### src/hw/mem_image.hex
// one 16-bit word per line, store addresses 0x00 to 0x1f in order
5a00
5b01
5802
5903
5e04
5f05
5c06
5d07
5208
5309
500a
510b
560c
570d
540e
550f
4a10
4b11
4812
4913
4e14
4f15
4c16
4d17
4218
4319
401a
411b
461c
471d
441e
451f

### src/hw/cache_pkg.sv
package cache_pkg;

	localparam int WORD_W = 16;
	localparam int ADDR_W = 16;

	// address split
	localparam int TAG_W = 11;
	localparam int INDEX_W = 3;
	localparam int OFFSET_W = 2;

	localparam int LINES = 8;
	localparam int LINE_WORDS = 4;

	// only the low address bits reach the store
	localparam int MEM_WORDS = 256;
	localparam int MEM_ADDR_W = 8;
	localparam int LINE_ADDR_W = MEM_ADDR_W - OFFSET_W;
	localparam int MEM_TAG_W = LINE_ADDR_W - INDEX_W;

	// cycles per line transfer, fill or write-back
	localparam int FILL_CYCLES = 5;
	localparam int FILL_CNT_W = $clog2(FILL_CYCLES);

	localparam string MEM_IMAGE = "/design/src/hw/mem_image.hex";

	// one address, seen either as a plain word or as its cache fields
	typedef union packed {
		logic [ADDR_W-1:0] word;
		struct packed {
			logic [TAG_W-1:0]    tag;
			logic [INDEX_W-1:0]  index;
			logic [OFFSET_W-1:0] offset;
		} f;
	} cache_addr_t;

	// word 0 in the low bits
	typedef logic [LINE_WORDS-1:0][WORD_W-1:0] line_t;

endpackage

### src/hw/icache_ctrl.sv
module icache_ctrl
	import cache_pkg::*;
(
	input  logic                   clk,
	input  logic                   reset_n,
	input  logic                   i_read,
	input  logic [ADDR_W-1:0]      i_addr,
	output logic [WORD_W-1:0]      o_data,
	output logic                   o_busy,
	output logic [INDEX_W-1:0]     o_arr_index,
	output logic [TAG_W-1:0]       o_arr_tag,
	output logic                   o_arr_we,
	output line_t                  o_arr_wline,
	output logic [TAG_W-1:0]       o_arr_wtag,
	input  logic                   i_arr_hit,
	input  line_t                  i_arr_line,
	output logic [LINE_ADDR_W-1:0] o_mem_line_addr,
	input  line_t                  i_mem_line
);

	cache_addr_t addr;
	logic miss;
	logic filling;
	logic fill_last;
	logic [FILL_CNT_W-1:0] cnt;
	logic [TAG_W-1:0] fill_tag;
	logic [INDEX_W-1:0] fill_index;

	assign addr.word = i_addr;
	assign miss = i_read && !i_arr_hit;
	assign fill_last = filling && (cnt == FILL_CNT_W'(FILL_CYCLES - 1));
	assign o_busy = filling || miss;

	assign o_arr_index = filling ? fill_index : addr.f.index;
	assign o_arr_tag = addr.f.tag;
	assign o_arr_we = fill_last;
	assign o_arr_wline = i_mem_line;
	assign o_arr_wtag = fill_tag;

	// store sees the line being filled, read data lands one cycle later
	assign o_mem_line_addr = {fill_tag[MEM_TAG_W-1:0], fill_index};

	always_ff @(posedge clk) begin
		if (!reset_n) begin
			filling <= 1'b0;
			cnt <= '0;
		end else if (filling) begin
			cnt <= cnt + 1'b1;
			if (fill_last)
				filling <= 1'b0;
		end else if (miss) begin
			filling <= 1'b1;
			cnt <= '0;
		end
	end

	always_ff @(posedge clk) begin
		if (!filling && miss) begin
			fill_tag <= addr.f.tag;
			fill_index <= addr.f.index;
		end
		// completed read
		if (i_read && !o_busy)
			o_data <= i_arr_line[addr.f.offset];
	end

endmodule

### config.mk
export PLATFORM = sky130hd
export DESIGN_NAME = icache_ctrl
export DESIGN_NICKNAME = d
export VERILOG_FILES = /design/src/hw/cache_pkg.sv /design/src/hw/icache_ctrl.sv
export SDC_FILE = /design/constraint.sdc
export NUM_CORES = 1
export LEC_CHECK = 0
export ABC_AREA = 1
export BUFFER_PORTS_ARGS = -buffer_cell sky130_fd_sc_hd__buf_2
export CORE_AREA = 2 2 103 105
export DETAILED_ROUTE_END_ITERATION = 8
export DIE_AREA = 0 0 105 107
export PLACE_DENSITY_LB_ADDON = 0.25
export SLEW_MARGIN = 20
export SYNTH_ARGS = -nofsm -noshare
export SYNTH_HDL_FRONTEND = slang
export SYNTH_SLANG_ARGS = --single-unit
### constraint.sdc
create_clock -name clk -period 1.8 [get_ports clk]
set_input_delay 0.18 -clock clk [delete_from_list [all_inputs] [get_ports clk]]
set_output_delay 0.18 -clock clk [all_outputs]
set_load 0.02 [all_outputs]
Word level (Yosys, flattened, before mapping)

Index checks and enable logic that the tools add are counted.

Flip-flop bits (word level): 34
Logic and storage cells: 25
Output and inout bits: 113
Input port bits: 148

Mux-type cells: 8
Equality and inequality tests: 1
Add/sub/neg operators: 1
Order comparisons: 1
Reduce and logical (&&, ||, !) cells: 9

Operators with widths:

| cell                                                                          | count |
|---|---|
| 16-bit binary-select mux with 2-bit select                                    | 1 |
| 16-bit two-way mux                                                            | 1 |
| 3-bit two-way mux                                                             | 3 |
| 1-bit logical AND                                                             | 4 |
| 3-bit by 1-bit adder with 3-bit output (second input constant)                | 1 |
| 3-bit == test (second input constant)                                         | 1 |
| 1-bit logical NOT                                                             | 3 |
| 2-bit by 3-bit less-than comparator with 1-bit output (second input constant) | 1 |
| 1-bit two-way mux                                                             | 3 |
| 2-bit nonzero test                                                            | 1 |
| 1-bit logical OR                                                              | 1 |

Depth between registers and ports, before layout

Depth after elaboration: 5
Gate-level depth with buffers: 6

Worst setup path after synthesis

Ideal clock, no wire load.

Path type: reg2reg
Start point: register filling
End point: register o_data[0], enable pin
Slack: 0.334 ns
Data arrival time: 1.102 ns
Period minus slack after synthesis: 1.466 ns
Library setup time: 0.364 ns
Stages on the path, launching flop included: 7
Required time: 1.436 ns
Path through: dfxtp_1 buf_2 inv_2 nand2_2 inv_1 nand2_1 inv_1

Longest elaborated chain between the ends: 3

RTL lines:

| item                   | line              | RTL |
|---|---|---|
| start, declared        | icache_ctrl.sv:23 | `logic filling;` |
| start signal, assigned | icache_ctrl.sv:45 | `filling <= 1'b0;` |
| start signal, assigned | icache_ctrl.sv:50 | `filling <= 1'b0;` |
| start signal, assigned | icache_ctrl.sv:52 | `filling <= 1'b1;` |
| 1-bit logical OR       | icache_ctrl.sv:32 | `assign o_busy = filling \|\| miss;` |
| net o_busy             | icache_ctrl.sv:9  | `output logic o_busy,` |
| 1-bit logical NOT      | icache_ctrl.sv:63 | `if (i_read && !o_busy)` |
| 1-bit logical AND      | icache_ctrl.sv:63 |  |
| end signal, assigned   | icache_ctrl.sv:64 | `o_data <= i_arr_line[addr.f.offset];` |
| end, declared          | icache_ctrl.sv:8  | `output logic [WORD_W-1:0] o_data,` |

The timed path passes the listed nets, and every way through them passes these cells.
A chain may end at the register's enable or synchronous reset.

Final worst setup path

Start point: register filling
End point: register fill_tag[10] (netlist: o_arr_wtag[10]), enable pin

Longest elaborated chain between the ends: 2

RTL lines:

| item                 | line              | RTL |
|---|---|---|
| 1-bit logical NOT    | icache_ctrl.sv:58 | `if (!filling && miss) begin` |
| 1-bit logical AND    | icache_ctrl.sv:58 |  |
| end signal, assigned | icache_ctrl.sv:59 | `fill_tag <= addr.f.tag;` |
| end, declared        | icache_ctrl.sv:26 | `logic [TAG_W-1:0] fill_tag;` |

No other way between the ends.

==> run metrics <==
synthesized flop and latch total=34; min Tclk post-route=roughly 1.4 ns; vias in the first global route=approximately 1,600; largest net degree at the start of global routing=65; HPWL after DPL=just under 7 mm; I/O pins=261; Slew @ Worst Pin=~0.7 ns; setup TNS=0 ns; total global routing overflow=0; hold crit path type=input pin to flop; Avg WL per Cell=16.5 um; H-tree depth reported by CTS=2; CTS max path bufs=2; Reg clk slew, reported paths=0.06 ns; Tcrit/Tclk final=77.2%; outcome=complete, no violations; Layout area overhead=10.5%; Total Nets Final=473; Setup crit end kind=flop; drt initial violations=102; pre-CTS WS=about 0.42 ns; maxcap violations=0; Rel. slew slack=approximately 54%; final hold violations=0; Starting Density=approximately a quarter; first-pass GRT wire length=roughly 10 mm; commonest non-fill, non-tap cell in the layout=buf_2; Syn Nets=420; clock tree root driver cell=clkbuf_8; Die Height=roughly 110 um; FP Rows=37; ratio of cells with drive above 1 in the final layout=just under 50%; diode count=0; most frequent cells in the layout=buf_2, nand2_1, inv_1; Seq/Total Area, Yosys=approximately two fifths; Horiz. Die Dim=105 um; crit path launch type=flop; routed vias=between 1,500 and 2,000; Die ar.=around 11,000 um2; fillers=1,132; Max VDD drop=a little over 0.0002 V; RSZ-0062 raised after global routing=false; Peak Freq=0.719 GHz; clock latency on the worst-skew pair=roughly 0.28 ns; TritonCTS Buffers=5; Core Util, Final=a little over a quarter; Synth Cell Area=around 2400 um2; Pwr Total=between 1.5 and 2 mW; pwr/cell area=around 700 nW/um2; Mean Syn Cell Area=~8.9 um2; CTS Sinks=34; post_cts resized=0; Buffers on Ports=~130; P_leak=roughly 1.3 nW; core area=roughly 10,000 um2; Max Clock Skew=a little under 0.004 ns; Setup CP Type=flop to flop; DRC=0; antenna-violating nets left=0; Unique masters post-synth=21; Final WS setup=about 0.41 ns; Post-CTS Repair Setup Buffers=0; worst path required time=approximately 1.7 ns; Vias/cell=just under 4; CTS tree=done; cell count after synthesis=270; initial antenna violation count=0; Yosys warning count=0; Sequential cell area=~980 um2; crit-path max FO=14; multi-input logic area=roughly 580 um2; max-slew violations=0; GRT Util Overall=around 13%; final setup vio count=0; gpl congestion=0.767; First-pass DRT Iterations=4; hold buffers post-CTS=0; WP data arrival=around 1.3 ns; DRT Wirelength=around 7.6 mm
## synth_stat cells
cell,n,area share [%]
buf_6,5,2.3
dfxtp_1,4,3.3
nor3_2,1,0.42
o21ai_0,3,0.62
ha_1,2,1.0
buf_2,2,0.42
edfxtp_1,30,37
o211ai_1,16,5.0
a21oi_2,12,4.4
o21ai_1,14,2.9
nor2_1,1,0.16
buf_4,80,25
clkbuf_4,1,0.31
inv_2,1,0.16
buf_12,1,0.83
inv_1,40,6.2
nand3_1,3,0.62
nand2_1,46,7.2
xor2_1,1,0.36
a21oi_1,6,1.2
nand2_2,1,0.26
## critical path, cell delays in order (launching register included)
cell,delay [ns]
dfxtp_1,0.38
inv_2,0.14
nand3_1,0.11
inv_1,0.40
## flip-flops by register name, indices dropped and copies added (netlist names)
register and count:
o_data 16, o_arr_wtag 11, fill_index 3, cnt 3, filling 1
## area by class of cell
class | count | share of cell area, %
Multi-Input combinational cell | 106 | 21.8
Tap cell | 136 | 6.39
Inverter | 41 | 5.78
Timing Repair Buffer | 135 | 26.1
Clock buffer | 6 | 2.72
Sequential cell | 34 | 36.8
Clock inverter | 2 | 0.329
## per-stage QoR
stage	cells	instance area, um2	hold slack [ns]
floorplan	270	2410	0.279
global placement	452	2580	0.360
detailed placement	452	2580	0.360
CTS	460	2660	0.0845
global route	460	2660	0.0807
finish	460	2660	0.0944
## worst paths after layout
kind	from	to	cells after the start	slack, ns
max	filling$_SDFF_PN0_	o_arr_wtag[10]$_DFFE_PP_	3	0.41
min	i_addr[14]	o_arr_wtag[9]$_DFFE_PP_	1	0.09
max reg2reg	filling$_SDFF_PN0_	o_arr_wtag[10]$_DFFE_PP_	3	0.41
min reg2reg	cnt[0]$_SDFFE_PN0P_	cnt[0]$_SDFFE_PN0P_	1	0.49
## cells by family (layout without fill, tap and decap cells)
kind of cell	Yosys count	after routing	share of synthesized area, %
buffers and inverters	130	184	35.2
and+or+nand+nor	52	52	8.61
AOI/OAI and AO/OA	51	51	14.1
DFF	34	34	40.7
adders and majority gates	2	2	1.04
xor gates and xnor gates	1	1	0.363
## power by group
group          total [mW]  leakage [nW]  switching (mW)  internal [mW]
logic               0.415         0.987           0.252          0.163
registers           0.931         0.315          0.0156          0.915
clock network       0.515        0.0426           0.250          0.265
## metal layers
| layer | up-vias | GRT usage (%) | routed length (um) |
|---|---|---|---|
| li1 | 889 | - | - |
| met1 | 733 | 10.9 | 2270 |
| met2 | 164 | 20.7 | 3570 |
| met3 | 6 | 12.3 | 1670 |
| met4 | 0 | 4.00 | 93 |
| met5 | - | 0 | 0 |
Note: power is estimated with default switching activity, not from simulation.
