$ cat src/hw/mem_image.hex
// one 16-bit word per line, store addresses 0x00 to 0x1f in order
5a00
5b01
5802
5903
5e04
5f05
5c06
5d07
5208
5309
500a
510b
560c
570d
540e
550f
4a10
4b11
4812
4913
4e14
4f15
4c16
4d17
4218
4319
401a
411b
461c
471d
441e
451f

$ cat src/hw/cache_pkg.sv
package cache_pkg;

	localparam int WORD_W = 16;
	localparam int ADDR_W = 16;

	// address split
	localparam int TAG_W = 11;
	localparam int INDEX_W = 3;
	localparam int OFFSET_W = 2;

	localparam int LINES = 8;
	localparam int LINE_WORDS = 4;

	// only the low address bits reach the store
	localparam int MEM_WORDS = 256;
	localparam int MEM_ADDR_W = 8;
	localparam int LINE_ADDR_W = MEM_ADDR_W - OFFSET_W;
	localparam int MEM_TAG_W = LINE_ADDR_W - INDEX_W;

	// cycles per line transfer, fill or write-back
	localparam int FILL_CYCLES = 5;
	localparam int FILL_CNT_W = $clog2(FILL_CYCLES);

	localparam string MEM_IMAGE = "/design/src/hw/mem_image.hex";

	// one address, seen either as a plain word or as its cache fields
	typedef union packed {
		logic [ADDR_W-1:0] word;
		struct packed {
			logic [TAG_W-1:0]    tag;
			logic [INDEX_W-1:0]  index;
			logic [OFFSET_W-1:0] offset;
		} f;
	} cache_addr_t;

	// word 0 in the low bits
	typedef logic [LINE_WORDS-1:0][WORD_W-1:0] line_t;

endpackage

$ cat src/hw/cache_array.sv
module cache_array
	import cache_pkg::*;
(
	input  logic               clk,
	input  logic               reset_n,
	input  logic [INDEX_W-1:0] i_index,
	input  logic [TAG_W-1:0]   i_tag,
	input  logic               i_we,
	input  line_t              i_wline,
	input  logic [TAG_W-1:0]   i_wtag,
	output logic               o_hit,
	output line_t              o_line,
	output logic [TAG_W-1:0]   o_tag
);

	logic [TAG_W-1:0] tags [LINES];
	line_t lines [LINES];
	logic [LINES-1:0] valid;

	assign o_tag = tags[i_index];
	assign o_line = lines[i_index];
	assign o_hit = valid[i_index] && (tags[i_index] == i_tag);

	always_ff @(posedge clk) begin
		if (!reset_n) begin
			valid <= '0;
		end else if (i_we) begin
			valid[i_index] <= 1'b1;
		end
	end

	// tag and line storage
	always_ff @(posedge clk) begin
		if (i_we) begin
			tags[i_index] <= i_wtag;
			lines[i_index] <= i_wline;
		end
	end

endmodule

$ cat config.mk
export PLATFORM = sky130hd
export DESIGN_NAME = cache_array
export DESIGN_NICKNAME = d
export VERILOG_FILES = /design/src/hw/cache_pkg.sv /design/src/hw/cache_array.sv
export SDC_FILE = /design/constraint.sdc
export NUM_CORES = 1
export LEC_CHECK = 0
export BUFFER_PORTS_ARGS = -buffer_cell sky130_fd_sc_hd__buf_2
export CAP_MARGIN = 5
export CELL_PAD_IN_SITES_DETAIL_PLACEMENT = 0
export CELL_PAD_IN_SITES_GLOBAL_PLACEMENT = 1
export CORE_MARGIN = 10
export CORE_UTILIZATION = 48
export CTS_CLUSTER_DIAMETER = 40
export CTS_CLUSTER_SIZE = 24
export DETAILED_ROUTE_END_ITERATION = 12
export PLACE_DENSITY = 0.83
export SYNTH_ARGS = -nofsm -noshare
export SYNTH_HDL_FRONTEND = slang
export SYNTH_SLANG_ARGS = --single-unit
$ cat constraint.sdc
create_clock -name clk -period 15.4 [get_ports clk]
set_input_delay 1.54 -clock clk [delete_from_list [all_inputs] [get_ports clk]]
set_output_delay 1.54 -clock clk [all_outputs]
set_load 0.05 [all_outputs]
== After elaboration in Yosys (flattened, before gate mapping) ==
Memories as Yosys holds them, arrays and structs flattened.
Cells that the tools add are included.

* Order comparisons: 2
* Equality and inequality tests: 1
* Mux-type cells: 6
* Bitwise gates (word level): 1
* Reduce and logical (&&, ||, !) cells: 2

{| class="wikitable"
|+ Operators with widths
! cell !! number
|-
| 11-bit equality test || 1
|-
| 8-bit bitwise OR || 1
|-
| 3-bit by 4-bit < comparator with 1-bit output, second input constant || 1
|-
| 1-bit two-way mux || 4
|-
| 1-bit binary-select mux with 3-bit select || 1
|-
| 1-bit demux with 3-bit select || 1
|-
| 3-bit by 1-bit greater-or-equal comparator with 1-bit output, second input constant || 1
|-
| 1-bit logical AND || 2
|}

* Register bits: 8
* RAM bits: 600
* Bits of input ports: 92
* Output and inout port bits: 76
* Word-level logic and storage cells: 15
* Memories kept: 2

{| class="wikitable"
|+ Memories
! name !! words !! bits a word !! read ports !! clocked after memory_dff !! wr ports !! line !! text
|-
| lines || 8 || 64 || 1 || 0 || 1 || cache_array.sv:17 || <nowiki>line_t lines [LINES];</nowiki>
|-
| tags || 8 || 11 || 1 || 0 || 1 || cache_array.sv:16 || <nowiki>logic [TAG_W-1:0] tags [LINES];</nowiki>
|}

== Depth between registers and ports, before layout ==
Gate-level depths: netlist (run 1).

* Depth after elaboration: 5
* Mapped depth: 8
* Gate-level depth less buffers: 6

== Worst setup path after synthesis (run 1) ==
Ideal clock, no wire load.

* Path type: input port to flip-flop
* Start: input port i_index[2]
* End: memory lines[4][0] (netlist name) (enable)
* Library setup time: 619 ps
* Arrival time: 7881 ps
* Required time: 14781 ps
* Setup slack: 6901 ps
* Stages on the path: 5
* Buffers on the path: 4
* Path through: buf_4 buf_2 buf_2 buf_2 nor3b_1

{| class="wikitable"
|+ RTL lines
! element !! line !! text
|-
| from (decl) || cache_array.sv:6 || <nowiki>input logic [INDEX_W-1:0] i_index,</nowiki>
|-
| to (decl) || cache_array.sv:17 ||
|}

Straight into the memory's write port.

==> impl_metrics.yaml, run 1 <==
global_routing:
  grt_pass1_vias: 12720
  grt_overflow: 0
  grt_max_degree: 80
  grt_use_total_pct: 17.34
  antenna_found_initial: 12
  grt_pass1_wl_mm: 78.29
place:
  place_ws_ns: 9.076
  io_buffers: 167
  place_congestion: 0.7261
  hpwl_mm: 27.61
clock_network:
  ctsHoldBuffers: 0
  clkLatencyLatePin_ns: 0.61
  cts_setup_buffers: 0
  cts_num_sinks: 608
  clockBufferDepth: 3
  cts_tree: "yes"
  clk_pin_slew_worst_paths_ns: 0.07
  clockRootBuffer: "clkbuf_16"
  postCtsResizedCells: 0
  numCtsBuffers: 61
  htree_num_levels: 2
synth:
  syn_nets: 1347
  netlist_instances: 1255
  syn_area_sq_um: 23550
  avgSynthCellArea_sq_um: 18.77
  synth-seq-cells: 608
  synth_cell_type_count: 38
  yosysWarnings: 0
  synth-seq-area-share_pct: 77.18
pwr:
  powerDensity_nw_per_um2: 135.7
  p_leak_nw: 9.236
  power.total_mw: 3.697
  ir_worst_vdd_uv: 101.2
detailed_routing:
  first_pass_iters: 5
  wirelength_mm: 51.86
  vias: 12210
  wl_per_cell_um: 24.13
  viasPerCell: 5.680
  drt_iter0_markers: 1042
  drc: 0
  drtAntennaViolNets: 0
worst_hold_path:
  holdCritPathClass: "reg -> reg"
critical_path:
  path_max_fanout: 68
  required_ns: 13.86
  crit_arrival_ns: 4.71
  cp-end-kind: "primary output"
  critPathKind: "in -> out"
  cp-start-kind: "input port"
timing:
  setup_viol: 0
  setup_slack_ns: 9.150
  slew_headroom_pct: 22.96
  rsz0062_at_grt: "false"
  period_needed_ns: 6.250
  hold_viol_final: 0
  fin_worst_skew_ns: 0
  fin_crit_sh_pct: 40.58
  max_slew.worst_pin.slew_ns: 1.153
  clock.fmax_ghz: 0.1600
  finalSetupTns_ns: 0
  slew_viol_final: 0
die:
  core-area_sq_um: 48750
  rows: 81
  io_pins: 168
  die_w_um: 241.5
  initial_core_util_pct: 48.31
  dieArea_sq_um: 58330
  die_h_um: 241.5
layout:
  syn_to_final_growth_pct: 15.70
  drive_above_1_share_pct: 29.71
  final_common_cell: "edfxtp_1"
  layout_common_cells: "edfxtp_1 (600), buf_2 (164), mux2_2 (107)"
  nFillCells: 3687
  fin_nets: 1521
outcome:
  run_status: "finished clean"
run:
  maxCapViolCount: 0
-- synth_stat cells --
cell type    n  area, sq um
nor4_2       1        12.51
mux4_4       1        25.02
buf_12       1        20.02
buf_6        2        22.52
nor2_1      32        120.1
o21a_1       8        60.06
a32oi_1      1        8.760
mux4_2      10        225.2
mux2i_1    100         1001
dfxtp_1      8        160.2
o22ai_1      1        6.260
edfxtp_1   600        18020
nor3b_1      2        15.01
buf_2       41        205.2
xor2_1       1        8.760
a21oi_1     26        130.1
mux2_2     107         1205
nor2b_1      6        37.54
xnor2_2      5        81.33
nand4_1      2        12.51
a22oi_1    103        773.2
inv_1        1        3.750
nand2_1      3        11.26
o221ai_1     1        8.760
and2_1       1        6.260
nand2b_1     4        25.02
nor3_1       2        10.01
a211o_1      1        8.760
xnor2_1      5        43.79
buf_1        2        7.510
o22a_1      64        560.5
clkbuf_1    31        116.4
o21ai_0     64        320.3
buf_4        4        30.03
a221oi_1     3        26.28
mux2_4       4        60.06
mux4_1       6        157.7
o2111ai_1    1        8.760
-- per-layer routing --
metal	track usage, %	routed length (um)	vias up
met5	0	115	-
met4	4.969	1022	18
met3	3.979	3148	99
met2	29.36	25930	384
met1	21.96	21650	6232
li1	-	-	5473
-- power breakdown --
part	total, mW	switching [mW]	leakage, nW	internal (mW)
Clock	1.51	0.653	1.02	0.861
Sequential	1.89	0.0118	5.52	1.87
Combinational	0.297	0.208	2.70	0.0892
Total	3.70	0.873	9.24	2.82
-- cell type report --
class                           count  area [sq um]  share of cell area [%]
Clock buffer                       69          1652                   6.061
Antenna cell                        4         10.01                 0.03673
Clock inverter                     46         478.0                   1.754
Tap cell                          664         830.8                   3.049
Timing Repair Buffer              192          1046                   3.838
Inverter                            1         3.754                 0.01377
Multi-Input combinational cell    565          5054                   18.54
Sequential cell                   608         18180                   66.70
-- critical path, stage by stage --
cell	delay (ns)
buf_6	0.56
buf_4	0.60
nor2b_4	0.53
buf_4	0.48
a22oi_1	0.16
o21ai_0	0.40
buf_2	0.35
-- sequential cells by signal, summed over array words and instances, names as in the netlist --
register and cells:
lines 512, tags 88, valid 8
-- cells by family after synthesis --
family | after synthesis | synth area share (%)
muxes | 228 | 11.35
and+or+nand+nor | 53 | 1.062
xor gates and xnor gates | 11 | 0.5684
buffers and inverters | 82 | 1.721
DFF | 608 | 77.18
AOI/OAI and AO/OA | 273 | 8.117
-- worst paths after layout --
check | endpoint | cells past startpoint | from | slack, ns
worst min register to register | valid[7] | 1 | valid[7] | 0.47
worst max register to register | valid[3] | 1 | valid[3] | 14.79
worst min-delay path | valid[7] | 1 | valid[7] | 0.47
worst max-delay path | o_line[50] | 7 | i_index[2] | 9.15
-- metrics by stage --
step	hold slack, ns	util [%]	area [sq um]	std cells
3_3_place_gp	0.4417	51.51	25110	2030
3_5_place_dp	0.4535	51.51	25110	2030
5_1_grt	0.4923	55.89	27250	2147
2_1_floorplan	0.4354	-	23550	1255
6_report	0.4694	55.90	27250	2149
4_1_cts	0.4703	55.88	27240	2145
(Power assumes the default switching activity.)
==> inputs of run 2 (changes only) <==
--- a/config.mk
+++ b/config.mk
@@ -10,11 +10,11 @@
 export CELL_PAD_IN_SITES_DETAIL_PLACEMENT = 0
 export CELL_PAD_IN_SITES_GLOBAL_PLACEMENT = 1
 export CORE_MARGIN = 10
-export CORE_UTILIZATION = 48
+export CORE_UTILIZATION = 47
 export CTS_CLUSTER_DIAMETER = 40
 export CTS_CLUSTER_SIZE = 24
 export DETAILED_ROUTE_END_ITERATION = 12
-export PLACE_DENSITY = 0.83
+export PLACE_DENSITY = 0.85
 export SYNTH_ARGS = -nofsm -noshare
 export SYNTH_HDL_FRONTEND = slang
 export SYNTH_SLANG_ARGS = --single-unit
==> constraint.sdc (replaced) <==
create_clock -name clk -period 5.05 [get_ports clk]
set_input_delay 0.505 -clock clk [delete_from_list [all_inputs] [get_ports clk]]
set_output_delay 0.505 -clock clk [all_outputs]
set_load 0.05 [all_outputs]
==> run 2 against run 1 <==
  * Count of clock-buffer cells in the layout rose by 5
  * Worst hold slack got worse by 0.29 ns
  * Final cell count increased by 0.14%
  * Via count increased by 0.68%
  * Sequential cell count did not move
  * Highest routed layer unchanged
  * Cell area rose by 0.68%
  * Sequential share of layout area is 0.45 points lower
  * Clock power rose to 3.2 times the previous value
  * Core utilization shrank 0.20 points
  * Largest power group unchanged
  * Non-clock buffer count grew 4
==> impl_metrics.yaml, run 2 (synthesized netlist as in run 1, its figures left out) <==
layout:
  fin_nets: 1531
  final_common_cell: "edfxtp_1"
  top_regs: "lines x512, tags x88, valid x8"
  nFillCells: 3749
  fin_cells: 2152
  syn_to_final_growth_pct: 16.50
  final_util_pct: 55.71
  drive_above_1_share_pct: 30.04
  stdcell_area_sq_um: 27440
  largest_reg_flops: 512
  layout_common_cells: "edfxtp_1 (600), buf_2 (164), mux2_2 (107)"
  top_register: "lines"
  multi_input_area_sq_um: 5071
  diodes: 0
  regArea_sq_um: 18180
timing:
  setup_viol: 0
  fin_crit_sh_pct: 72.87
  max_slew.worst_pin.slew_ns: 1.136
  clock.fmax_ghz: 0.2718
  rsz0062_at_grt: "false"
  fin_worst_skew_ns: 0
  hold_viol_final: 0
  slew_viol_final: 0
  period_needed_ns: 3.680
  slew_headroom_pct: 24.15
detailed_routing:
  wl_per_cell_um: 24.30
  wirelength_mm: 52.29
  vias: 12290
  first_pass_iters: 5
  viasPerCell: 5.711
  drt_iter0_markers: 994
  drtAntennaViolNets: 0
  drc: 0
pwr:
  switchingPower_mw: 2.658
  ir_worst_vdd_uv: 220.3
  p_int_mw: 8.862
  p_clk_share_pct: 42.1
  switching_share_pct: 23.07
  p_leak_nw: 9.350
  power.total_mw: 11.52
  p_seq_share_pct: 49.9
  power_frac_comb_pct: 7.9
  powerDensity_nw_per_um2: 419.9
critical_path:
  cp-end-kind: "primary output"
  required_ns: 4.55
  rrSetupSlack_ns: 4.44
  critPathKind: "in -> out"
  path_max_fanout: 82
  cp-start-kind: "input port"
  crit_arrival_ns: 3.17
place:
  hpwl_mm: 28.53
  dp_cells: 2034
  place_congestion: 0.7147
  io_buffers: 167
  place_area_sq_um: 25210
clock_network:
  clockRootBuffer: "clkbuf_16"
  cts_setup_buffers: 0
  cts_tree: "yes"
  clk_pin_slew_worst_paths_ns: 0.06
  htree_num_levels: 3
  numCtsBuffers: 67
  postCtsResizedCells: 0
  clkLatencyLatePin_ns: 0.58
  clockBufferDepth: 3
  cts_num_sinks: 608
  ctsHoldBuffers: 0
global_routing:
  grt_use_total_pct: 17.31
  grt_max_degree: 92
  antenna_found_initial: 9
  grt_pass1_vias: 12790
  grt_pass1_wl_mm: 79.06
  grt_overflow: 0
die:
  core-area_sq_um: 49250
  rows: 81
  initial_core_util_pct: 47.82
  die_h_um: 243.9
  dieArea_sq_um: 59470
  io_pins: 168
  die_w_um: 243.9
worst_hold_path:
  holdCritPathClass: "in -> reg"
outcome:
  run_status: "finished clean"
run:
  maxCapViolCount: 0
[run 2: cell types whose count changed in the layout (fill, tap and decap cells not counted), moves of 4 or more]
cell / before / now
clkinv_4: 3 / 8
buf_12: 0 / 4
clkinv_8: 4 / 0
clkinvlp_4: 9 / 4
diode_2: 4 / 0
clkbuf_16: 65 / 69
inv_6: 7 / 11
[run 2: path summary, 6_finish.rpt]
path | from | endpoint | depth (start not counted)
min | i_wtag[2] | tags[4][2] | 1
max | i_index[0] | o_line[24] | 7
min reg2reg | valid[7] | valid[7] | 1
max reg2reg | valid[1] | valid[1] | 1
[run 2: cell type report]
cell class              instances  area share [%]
clock buffers                  74           6.398
flip-flops and latches        608           66.25
inverters                       1         0.01368
clock inverters                44           1.724
multi-input cells             565           18.48
repair buffers                196           4.104
well taps                     664           3.028
[run 2: worst max-delay path, stage by stage]
cell and delay, ns:
buf_8 0.52, buf_4 0.80, mux2_2 0.41, a22oi_1 0.16, o22a_1 0.16, o21ai_0 0.15
buf_2 0.30
[run 2: layer usage]
metal	track usage (%)	routed length, um	vias to the layer above
met3	4.333	3345	84
met5	0	121	-
met4	5.954	1047	18
met1	21.48	21260	6336
li1	-	-	5486
met2	29.07	26510	365
[run 2: power groups by stage]
| stage | Sequential, mW | Clock, mW | Combinational, mW |
|---|---|---|---|
| after floorplan | 5.86 | 0 | 0.614 |
| after global placement | 5.85 | 0 | 0.907 |
| after detailed placement | 5.86 | 0 | 0.922 |
| after CTS | 5.75 | 4.93 | 0.926 |
| after global routing | 5.76 | 5.17 | 0.976 |
| final | 5.75 | 4.85 | 0.913 |
[run 2: stage by stage]
step / setup WS, ns / setup TNS (ns) / hold WS [ns]
after detailed placement: 1.394 / 0 / 0.4590
after global placement: 1.443 / 0 / 0.4402
after CTS: 1.404 / 0 / 0.1476
after global routing: 1.215 / 0 / 0.1753
final: 1.370 / 0 / 0.1843
after floorplan: -0.1162 / -17.43 / 0.4354
