--- src/hw/mem_image.hex ---
// one 16-bit word per line, store addresses 0x00 to 0x1f in order
5a00
5b01
5802
5903
5e04
5f05
5c06
5d07
5208
5309
500a
510b
560c
570d
540e
550f
4a10
4b11
4812
4913
4e14
4f15
4c16
4d17
4218
4319
401a
411b
461c
471d
441e
451f

--- src/hw/cache_pkg.sv ---
package cache_pkg;

	localparam int WORD_W = 16;
	localparam int ADDR_W = 16;

	// address split
	localparam int TAG_W = 11;
	localparam int INDEX_W = 3;
	localparam int OFFSET_W = 2;

	localparam int LINES = 8;
	localparam int LINE_WORDS = 4;

	// only the low address bits reach the store
	localparam int MEM_WORDS = 256;
	localparam int MEM_ADDR_W = 8;
	localparam int LINE_ADDR_W = MEM_ADDR_W - OFFSET_W;
	localparam int MEM_TAG_W = LINE_ADDR_W - INDEX_W;

	// cycles per line transfer, fill or write-back
	localparam int FILL_CYCLES = 5;
	localparam int FILL_CNT_W = $clog2(FILL_CYCLES);

	localparam string MEM_IMAGE = "/design/src/hw/mem_image.hex";

	// one address, seen either as a plain word or as its cache fields
	typedef union packed {
		logic [ADDR_W-1:0] word;
		struct packed {
			logic [TAG_W-1:0]    tag;
			logic [INDEX_W-1:0]  index;
			logic [OFFSET_W-1:0] offset;
		} f;
	} cache_addr_t;

	// word 0 in the low bits
	typedef logic [LINE_WORDS-1:0][WORD_W-1:0] line_t;

endpackage

--- src/hw/dcache_ctrl.sv ---
module dcache_ctrl
	import cache_pkg::*;
(
	input  logic                   clk,
	input  logic                   reset_n,
	input  logic                   i_read,
	input  logic                   i_write,
	input  logic [ADDR_W-1:0]      i_addr,
	input  logic [WORD_W-1:0]      i_wdata,
	output logic [WORD_W-1:0]      o_data,
	output logic                   o_busy,
	output logic [INDEX_W-1:0]     o_arr_index,
	output logic [TAG_W-1:0]       o_arr_tag,
	output logic                   o_arr_we,
	output line_t                  o_arr_wline,
	output logic [TAG_W-1:0]       o_arr_wtag,
	input  logic                   i_arr_hit,
	input  line_t                  i_arr_line,
	input  logic [TAG_W-1:0]       i_arr_tag,
	output logic [LINE_ADDR_W-1:0] o_mem_line_addr,
	output logic                   o_mem_we,
	output line_t                  o_mem_wline,
	input  line_t                  i_mem_line
);

	cache_addr_t addr;
	logic miss;
	logic write_hit;
	logic wb_active;
	logic filling;
	logic xfer_last;
	logic [FILL_CNT_W-1:0] cnt;
	logic [LINES-1:0] dirty;
	logic [TAG_W-1:0] line_tag;
	logic [INDEX_W-1:0] line_index;
	line_t merged;

	assign addr.word = i_addr;
	assign miss = (i_read || i_write) && !i_arr_hit;
	assign o_busy = wb_active || filling || miss;
	assign write_hit = i_write && !o_busy;
	assign xfer_last = (wb_active || filling) && (cnt == FILL_CNT_W'(FILL_CYCLES - 1));

	always_comb begin
		merged = i_arr_line;
		merged[addr.f.offset] = i_wdata;
	end

	assign o_arr_index = (wb_active || filling) ? line_index : addr.f.index;
	assign o_arr_tag = addr.f.tag;
	assign o_arr_we = write_hit || (filling && xfer_last);
	assign o_arr_wline = filling ? i_mem_line : merged;
	assign o_arr_wtag = filling ? line_tag : addr.f.tag;

	// array is untouched during write-back, so the victim is read straight out of it
	assign o_mem_line_addr = wb_active ? {i_arr_tag[MEM_TAG_W-1:0], line_index}
		: {line_tag[MEM_TAG_W-1:0], line_index};
	assign o_mem_we = wb_active && xfer_last;
	assign o_mem_wline = i_arr_line;

	always_ff @(posedge clk) begin
		if (!reset_n) begin
			wb_active <= 1'b0;
			filling <= 1'b0;
			cnt <= '0;
			dirty <= '0;
		end else begin
			if (wb_active) begin
				cnt <= cnt + 1'b1;
				if (xfer_last) begin
					wb_active <= 1'b0;
					filling <= 1'b1;
					cnt <= '0;
					dirty[line_index] <= 1'b0;
				end
			end else if (filling) begin
				cnt <= cnt + 1'b1;
				if (xfer_last)
					filling <= 1'b0;
			end else if (miss) begin
				cnt <= '0;
				// a dirty line is always valid, only a write hit sets it
				if (dirty[addr.f.index])
					wb_active <= 1'b1;
				else
					filling <= 1'b1;
			end
			if (write_hit)
				dirty[addr.f.index] <= 1'b1;
		end
	end

	always_ff @(posedge clk) begin
		if (!wb_active && !filling && miss) begin
			line_tag <= addr.f.tag;
			line_index <= addr.f.index;
		end
		if (i_read && !o_busy)
			o_data <= i_arr_line[addr.f.offset];
	end

endmodule

--- config.mk ---
export PLATFORM = sky130hd
export DESIGN_NAME = dcache_ctrl
export DESIGN_NICKNAME = d
export VERILOG_FILES = /design/src/hw/cache_pkg.sv /design/src/hw/dcache_ctrl.sv
export SDC_FILE = /design/constraint.sdc
export NUM_CORES = 1
export LEC_CHECK = 0
export ABC_AREA = 0
export CAP_MARGIN = 20
export CORE_AREA = 8 8 131 133
export CTS_BUF_LIST = sky130_fd_sc_hd__clkbuf_4 sky130_fd_sc_hd__clkbuf_8
export DETAILED_ROUTE_END_ITERATION = 10
export DIE_AREA = 0 0 139 141
export DONT_BUFFER_PORTS = 1
export HOLD_SLACK_MARGIN = 0.12
export PLACE_DENSITY_LB_ADDON = 0.1
export SETUP_SLACK_MARGIN = 0.2
export SYNTH_ARGS = -nofsm -noshare
export SYNTH_HDL_FRONTEND = slang
export SYNTH_SLANG_ARGS = --single-unit
--- constraint.sdc ---
create_clock -name clk -period 4.3 [get_ports clk]
set_input_delay 0.43 -clock clk [delete_from_list [all_inputs] [get_ports clk]]
set_output_delay 0.43 -clock clk [all_outputs]
set_load 0.02 [all_outputs]
# After elaboration in Yosys (flattened, before gate mapping)
# Index checks and enable logic that the tools add are counted.
# totals
reg_bits	43
input_bits	176
output_inout_bits	178
elab_cells	72
# op_classes
n_addsub	1
magnitude_cmp	6
n_eq_ne	2
mux	33
bitwise	3
n_reduce_logical	20
# ops
cell	count
64-bit bitwise mux	1
64-bit 2-to-1 mux	1
16-bit binary-select mux with 2-bit select	1
16-bit demux with 2-bit select	1
16-bit 2-to-1 mux	2
8-bit 2-to-1 mux	4
3-bit 2-to-1 mux	5
1-bit 2-to-1 mux	13
1-bit logical AND	11
11-bit 2-to-1 mux	1
8-bit bitwise AND	1
3-bit by 4-bit less-than comparator with 1-bit output (second input constant)	2
8-bit NOT	1
8-bit OR	1
1-bit demux with 3-bit select	2
3-bit by 1-bit >= comparator with 1-bit output (second input constant)	2
6-bit 2-to-1 mux	1
1-bit logical NOT	4
1-bit logical OR	4
3-bit by 1-bit adder with 3-bit output (second input constant)	1
1-bit binary-select mux with 3-bit select	1
3-bit equality test (second input constant)	1
2-bit by 3-bit less-than comparator with 1-bit output (second input constant)	1
3-bit nonzero test	1
2 further kinds	2

# Depth between registers and ports, before layout
# Gate-level depths: netlist of run 1.
# logic_depth
word_depth	11
depth_mapped	6
mapped_depth_nobuf	5

# Worst setup path before layout of run 1
# Ideal clock, no wire load.
# synth_timing
kind	flip-flop to flip-flop
start	reg filling
end	reg line_index[0], enable pin
setup_time_ns	0.405
t_arrival_ns	1.718
required_ns	3.895
path_slack_ns	2.177
path_stages_with_launch	4
path_buffers	2
period_less_slack_ns	2.123
path_cell_list	dfxtp_1 buf_2 clkbuf_1 nor3_1
# synth_between
elab_chain_cells	3
# synth_rtl
item	line_no	source
from (decl)	dcache_ctrl.sv:30	logic filling;
from (signal assigned)	dcache_ctrl.sv:64	filling <= 1'b0;
from (signal assigned)	dcache_ctrl.sv:72	filling <= 1'b1;
from (signal assigned)	dcache_ctrl.sv:79	filling <= 1'b0;
1-bit logical NOT	dcache_ctrl.sv:94	if (!wb_active && !filling && miss) begin
1-bit logical AND (2 in a row)	dcache_ctrl.sv:94	
to (signal assigned)	dcache_ctrl.sv:96	line_index <= addr.f.index;
to (decl)	dcache_ctrl.sv:35	logic [INDEX_W-1:0] line_index;
# Every way passes these cells.
# A chain may end at the register's enable or synchronous reset.

==> run summary, run 1 <==
Routability congestion estimate: 0.791. The cell with the biggest individual delay on the critical path is dfxtp_4. In the routed design, unresolved DRC markers number 0. The logs give 25.4% for the final core utilization and 1621 for the fill cell total of the finished layout. The mapped netlist covers 0.00414 mm^2. In the final layout, the share of cells above drive strength 1 is 15.1%.

The worst setup path is launched from a flip-flop. The library cells used most frequently in the layout, excluding fill and tap cells, are 71 x o21ai_0, 68 x nand2_1, 68 x mux2i_1. The number of buffers added for setup after CTS was 0; the number of antenna violations at the first check in global routing was 0.

By area the synthesized netlist is led by edfxtp_1 22%, mux2i_1 16%, buf_4 15%, mux4_2 9.3%, o21ai_0 8.6%. The flip-flop and latch area is 0.00116 mm^2, and the final antenna diode count is 0. Setup repair after global routing left no endpoint under its margin. The number of different library cells used by synthesis comes to 36. The number of endpoints with negative hold slack in the final report is 0. Summed over all layers, the global routing overflow is 0. The synthesized netlist devotes 0% of its cell area to XOR and XNOR gates. The count of buffers added on input and output ports is 0. The critical path goes through buf_4 -> nand2_1 -> o21ai_0. Clock latency of the later-clocked register in the worst-skew pair: 0.32 ns.

Post-synthesis instance total: 446. Timing would allow up to 0.372 GHz. At the worst endpoint, the required time is 3.87 ns.

For the effective utilization at floorplan, the log shows 27.6%. After legalization and detailed placement, the total HPWL measured 12.8 mm. The first detailed-routing pass took 5 iterations. Dividing the detail-routed via count by the number of cells gives 5.64.

After Yosys synthesis, and, or, nand and nor cells account for 11.2% of the synthesized area. The total buffers and inverters traversed by the critical path was 1; the clock sink count was 43. The clock passes through at most 2 buffers. The placeable core region came out at 0.0150 mm^2. Of the post-synthesis cell area, the part taken by muxes is 30.3%.

The maximum number of pins on one net before global-route repair was 76; the global-route wire length before repair was 23.1 mm. The largest stage delay on the critical path came out at 0.74 ns. The run finished with clean final reports.

Of all nets on the critical path, the largest fanout is 75. For this run, the post-layout net count is 528. For the final max-slew violation count, the log shows 0. The dominant combinational cell family by area after synthesis was multiplexers. Counting every net in the synthesized netlist gives 624. TritonCTS built the clock tree.

edfxtp_1 takes more of the synthesized area than any other cell. In the final layout, the multi-input gates occupy 0.00225 mm^2. The cell family contributing the most delay on the critical path is flip-flops. In this run the vertical extent of the chip is 141 um.

The routed layout has 3040 vias. The tightest min-delay check is of the in -> reg type. Remaining antenna violation count: 0. The part of the cycle the worst path needs works out to 62.5%.

Summed over all failing endpoints, the final setup total negative slack is 0 ns. For the global routing usage summed across all routing layers, the log shows 15.6%. Measured along the x axis, the die boundary spans 139 um.

The clock edge transition at the registers on the reported setup and hold paths is 0.10 ns. Summing the areas of all compound-gate instances in the mapped netlist gives 11.9% of the synthesized area. The number of endpoints failing setup at the final stage is 0, and the die area is 0.0196 mm^2. The leading cell type in the layout, fill and taps excluded was o21ai_0. The via count of the first global-routing pass was 3338; the minimum period implied by the final worst setup slack was 2.69 ns. At the pin with the least slew margin, the transition time is 1.09 ns. The first routing iteration left 118 violations. The quantity of hold-fixing buffers added after cts is 0. The H-tree was split into 2 levels. In this run the mean area of a mapped cell was 9.28 um^2.

Summed over all cells, the static leakage comes to 1.40 nW. For this design the top-level I/O count stands at 354. The area fraction of the dominant cell type after synthesis was 21.8%.

In this run, synthesis produced a sequential element count of 43. The logs give 27.4% for the relative slew slack and 16.2 mm for the total wire length. The logs give 5 for the number of CTS-inserted buffers and 0.0146 ns for the clock skew after layout. The number of cell rows was 45; the number of warning messages in the yosys log was 0.

The average wire per standard cell came out at 30.1 um. The post-synthesis share of cell area spent on full adders, half adders and majority gates works out to 0.605%. The element type at the critical path end is an output pin. Type of the worst setup path: reg -> out.

The tool flagged a number of max-cap violations equal to 0. The power per standard cell area works out to 334 mW/mm^2. At the worst endpoint, the arrival time is 2.26 ns. Of the synthesized area, sequential elements account for 28.1%.

The worst-case vdd ir drop came out at 0.129 mV. The root buffer cell chosen for the clock tree is clkbuf_8. The number of gates resized after CTS was 0. The area growth from synthesis to layout is -7.98%.
[path summary, 6_finish.rpt]
| check | endpoint | startpoint | slack [ns] | cells after the start |
|---|---|---|---|---|
| setup / recovery | o_arr_wline[46] | filling | 1.61 | 3 |
| setup reg to reg | o_data[10] | filling | 1.81 | 2 |
| hold reg to reg | dirty[2] | dirty[2] | 0.49 | 2 |
| hold / removal | line_tag[4] | i_addr[9] | 0.20 | 0 |
[worst register-to-register path: stages (launching register included)]
cell     delay [ns]
dfxtp_4        0.53
nor2_1         0.66
and3_1         0.91
[synthesized netlist by cell type (all sizes together)]
cell and count:
a21boi 10, a31o 2, and3 4, buf 89, clkbuf 19, dfxtp 13
edfxtp 30, ha 2, inv 2, mux2 17, mux2i 68, mux4 17
nand2 68, nand2b 4, nand3 5, nand3b 3, nand4 2, nand4b 2
nor2 3, nor2b 2, nor3 1, nor3b 2, nor4b 1, nor4bb 1
o21a 2, o21ai 71, o21bai 1, o31a 1, o31ai 2, or3 1
or4b 1
[through the flow]
stage / std cells / power (mW) / area (um^2) / worst slack (ns) / hold slack (ns)
3_5_place_dp: 531 / 0.950 / 3690 / 1.64 / 0.478
2_1_floorplan: 446 / 0.990 / 4140 / 2.18 / 0.454
5_1_grt: 539 / 1.34 / 3810 / 1.45 / 0.171
4_1_cts: 539 / 1.30 / 3810 / 1.60 / 0.176
6_report: 539 / 1.27 / 3810 / 1.61 / 0.201
3_3_place_gp: 531 / 0.949 / 3690 / 1.71 / 0.466
[state kept, by name (all words and copies together) (netlist names)]
| register | cells |
|---|---|
| cnt | 3 |
| filling | 1 |
| line_index | 3 |
| wb_active | 1 |
| line_tag | 11 |
| dirty | 8 |
| o_data | 16 |
[area by class of cell]
type	instances	area share (%)
repair buffers	5	0.986
well taps	188	6.18
clock buffers	5	1.81
flip-flops and latches	43	30.6
inverters	2	0.197
clock inverters	3	1.15
multi-input cells	293	59.1
[per-layer routing]
metal | part of all wire [%] | track usage [%]
met5 | 0 | 0
met4 | 1.2 | 3.64
met3 | 10 | 6.41
met2 | 50 | 27.1
met1 | 39 | 17.5
[where the power goes]
part	internal [mW]	switching [mW]
Combinational	0.120	0.294
Sequential	0.474	0.0460
Clock	0.173	0.165
Total	0.767	0.505
[cells by family after synthesis]
kind of cell / Yosys count
buffers and inverters: 110
adders and majority gates: 2
DFF: 43
AOI/OAI and AO/OA: 89
muxes: 102
and+or+nand+nor: 100
Power figures use the tool's default switching activity.
==> run 2: changes to the inputs <==
clock period = 2.4 ns   (was 4.3 ns; I/O delays follow)
==> run summary, run 2 (synthesis gave the netlist of run 1 again) <==
The origin of the worst setup path was filling. The number of CTS-inserted buffers is 5 (unchanged), and the minimum period implied by the final worst setup slack is 2.04 ns. The via count normalized by instance count is 5.37 (-4.9%).

The final standard cell count with taps included and fillers excluded is 626 (+16%), and the layout overhead on the synthesized area is 8.32%. The leakage component of the power is 1.81 nW (+29%), and the number of port buffers is 0 (unchanged). For the placed standard-cell area, the log shows 0.00424 mm^2 (+15%). The maximum number of pins on one net before global-route repair was 67 (-12%). In this run the critical register-to-register path is captured at o_data[13].

The tools report the clock latency of the later-clocked register in the worst-skew pair as 0.30 ns (-0.02 ns). The required time of the critical path was 2.16 ns (-1.71 ns). The sum of negative setup slack is 0 ns (unchanged), and the power per standard cell area is 546 mW/mm^2 (+64%). In this run the critical register-to-register path is launched from wb_active. The flow ran to the end, and the final reports show no timing, DRC or antenna violations.

The total via count after detailed routing is 3359 (+10%). The number of detailed-routing iterations run before antenna repair is 4 (-1), and the number of antenna violations at the first check in global routing is 0 (unchanged). For the final max-slew violation count, the log shows 0 (unchanged). Most congested layer reported by global routing: met2.

The fraction of met1 tracks used by global routing was 17.6% (+0.13 points); the DRC violation total after the first TritonRoute iteration was 113 (-4.2%). The tree is rooted in a clkbuf_8. The post-route cell area was 0.00448 mm^2 (+18%); the average wire per standard cell was 27.6 um (-8.5%). The total wire length was 17.3 mm (+6.3%); the total of max-cap violations was 0 (unchanged). The y dimension of the die was 141 um (unchanged); the clock tree buffer depth was 2 (unchanged).

The final antenna diode count came out at 0 (unchanged). Derived from the worst setup path, the maximum achievable clock frequency is 0.490 GHz. The detailed-route DRC error count was 0 (unchanged). Leaving out fill and tap cells, the most frequent cell in the layout is buf_4. Setup repair after global routing left no endpoint under its margin.

The clock skew after layout is 0.00507 ns (-0.00955 ns), and the maximum fanout along the worst path is 59 (-21%). The endpoint arrival time on the critical path was 1.80 ns (-0.46 ns). The global route total overflow was 0 (unchanged); the worst-case vdd ir drop was 0.184 mV (+43%). The global routing usage summed across all routing layers is 16.4% (+0.83 points), and the part of the cycle the worst path needs is 85.1%. The library cells used most frequently in the layout, excluding fill and tap cells, are 76 x buf_4, 71 x o21ai_0, 68 x nand2_1, 68 x mux2i_1, 30 x edfxtp_1. The tools report the detailed-placement wirelength estimate as 13.5 mm (+5.3%).

Met2 routing resource usage after global routing: 30.1% (+3.0 points). The number of endpoints with negative hold slack in the final report is 0 (unchanged), and the placeable core region is 0.0150 mm^2 (unchanged). The top-level port count is 354 (unchanged). The logs give 615 (+16%) for the net count of the finished layout and 59.1% (+32 points) for the relative slew slack.

The share of final-layout standard cells stronger than drive strength 1 was 28.5% (+13 points); the die area was 0.0196 mm^2 (unchanged). The cell depth of the worst flop-to-flop path works out to 3 (+1). The number of flip-flops under the largest register name was 16 (unchanged). The routability congestion estimate is 0.793 (+0.27%), and the global-route wire length before repair is 24.4 mm (+5.5%). The run gives 2 (unchanged) as the total number of H-tree levels. Register bank with the most flops: o_data. The min-delay analysis places its worst path in the category in -> reg. The worst setup path is launched from a flip-flop.

For the multi-input gate area in the final layout, the log shows 0.00225 mm^2 (-0.17%). The largest registers in the layout are o_data (16), line_tag (11), dirty (8). The number of endpoints failing setup at the final stage came out at 0 (unchanged). The logs give 45 (unchanged) for the number of cell rows and 27.6% (unchanged) for the effective utilization at floorplan. The remaining antenna violation count is 0 (unchanged). The worst setup path is captured at an output pin. The tools report the via count of the first global-routing pass as 3615 (+8.3%). The fraction of met3 tracks used by global routing is 6.89% (+0.47 points). The type of the worst setup path is reg -> out. The clock sink count is 43 (unchanged), and the die width is 139 um (unchanged). TritonCTS built the clock tree.

The post-placement cell count was 603 (+14%). The capture point of the critical path is o_arr_wtag[5]. The fill cell total of the finished layout is 1568 (-3.3%), and the clock edge transition at the registers on the reported setup and hold paths is 0.09 ns (about the same). The slew at the pin with the worst max-slew slack came out at 0.612 ns (-0.474 ns). For the setup slack of the worst register-to-register path, the log shows 0.73 ns (-1.08 ns). The flip-flop and latch area came out at 0.00116 mm^2 (unchanged).
==> run 2: changes by cell type in the layout (fill, tap and decap cells not counted) <==
cell / change
buf_4: +71
nor2_1: -1
nor4bb_1: +1
inv_4: +1
bufinv_16: -1
clkinv_4: -1
buf_12: +1
dlygate4sd3_1: +15
nor2_2: +1
clkbuf_4: +1
nor4bb_2: -1
==> run 2: worst min-delay path by stage <==
stage | cells after the start | slack [ns] | startpoint | to
floorplan | 0 | 0.34 | i_addr[2] | line_index[0]
global placement | 0 | 0.34 | i_addr[8] | line_tag[3]
detailed placement | 0 | 0.34 | i_addr[8] | line_tag[3]
CTS | 3 | 0.13 | i_addr[3] | dirty[4]
global route | 3 | 0.15 | i_addr[3] | dirty[4]
finish | 3 | 0.15 | i_addr[3] | dirty[4]
==> run 2: routing by layer <==
metal / share of wire (%) / routed length (um)
met4: 0.67 / 115
met5: 0 / 0
met2: 52 / 8910
met1: 38 / 6530
met3: 9.9 / 1710
==> run 2: what timing repair did <==
action                     in CTS  in global routing
hold buffers                   15                  0
hold endpoints to repair       27                  0
setup endpoints to repair       0                  3
setup buffers                   0                  0
gates resized for setup         0                  1
==> run 2: final cells by class <==
cell class / instances / share of cell area [%]
flip-flops and latches: 43 / 26.0
repair buffers: 92 / 16.5
multi-input cells: 293 / 50.1
well taps: 188 / 5.25
clock inverters: 2 / 0.251
clock buffers: 6 / 1.70
inverters: 2 / 0.168
==> run 2: stage by stage <==
stage / hold WS [ns] / total power [mW] / setup WS (ns) / util, %
CTS: 0.134 / 2.51 / 0.261 / 29.9
global route: 0.149 / 2.59 / 0.214 / 29.9
global placement: 0.339 / 1.96 / 0.549 / 28.3
finish: 0.151 / 2.45 / 0.359 / 29.9
floorplan: 0.339 / 1.77 / 0.277 / -
detailed placement: 0.339 / 1.96 / 0.524 / 28.3
==> run 2: critical path: stages (launching register included) <==
cell and delay, ns:
dfxtp_4 0.51, buf_4 0.49, mux2_2 0.47
==> run 2: where the power goes <==
part	switching, mW	internal, mW	total, mW
Combinational	0.607	0.441	1.05
Clock	0.276	0.217	0.492
Sequential	0.0613	0.848	0.909
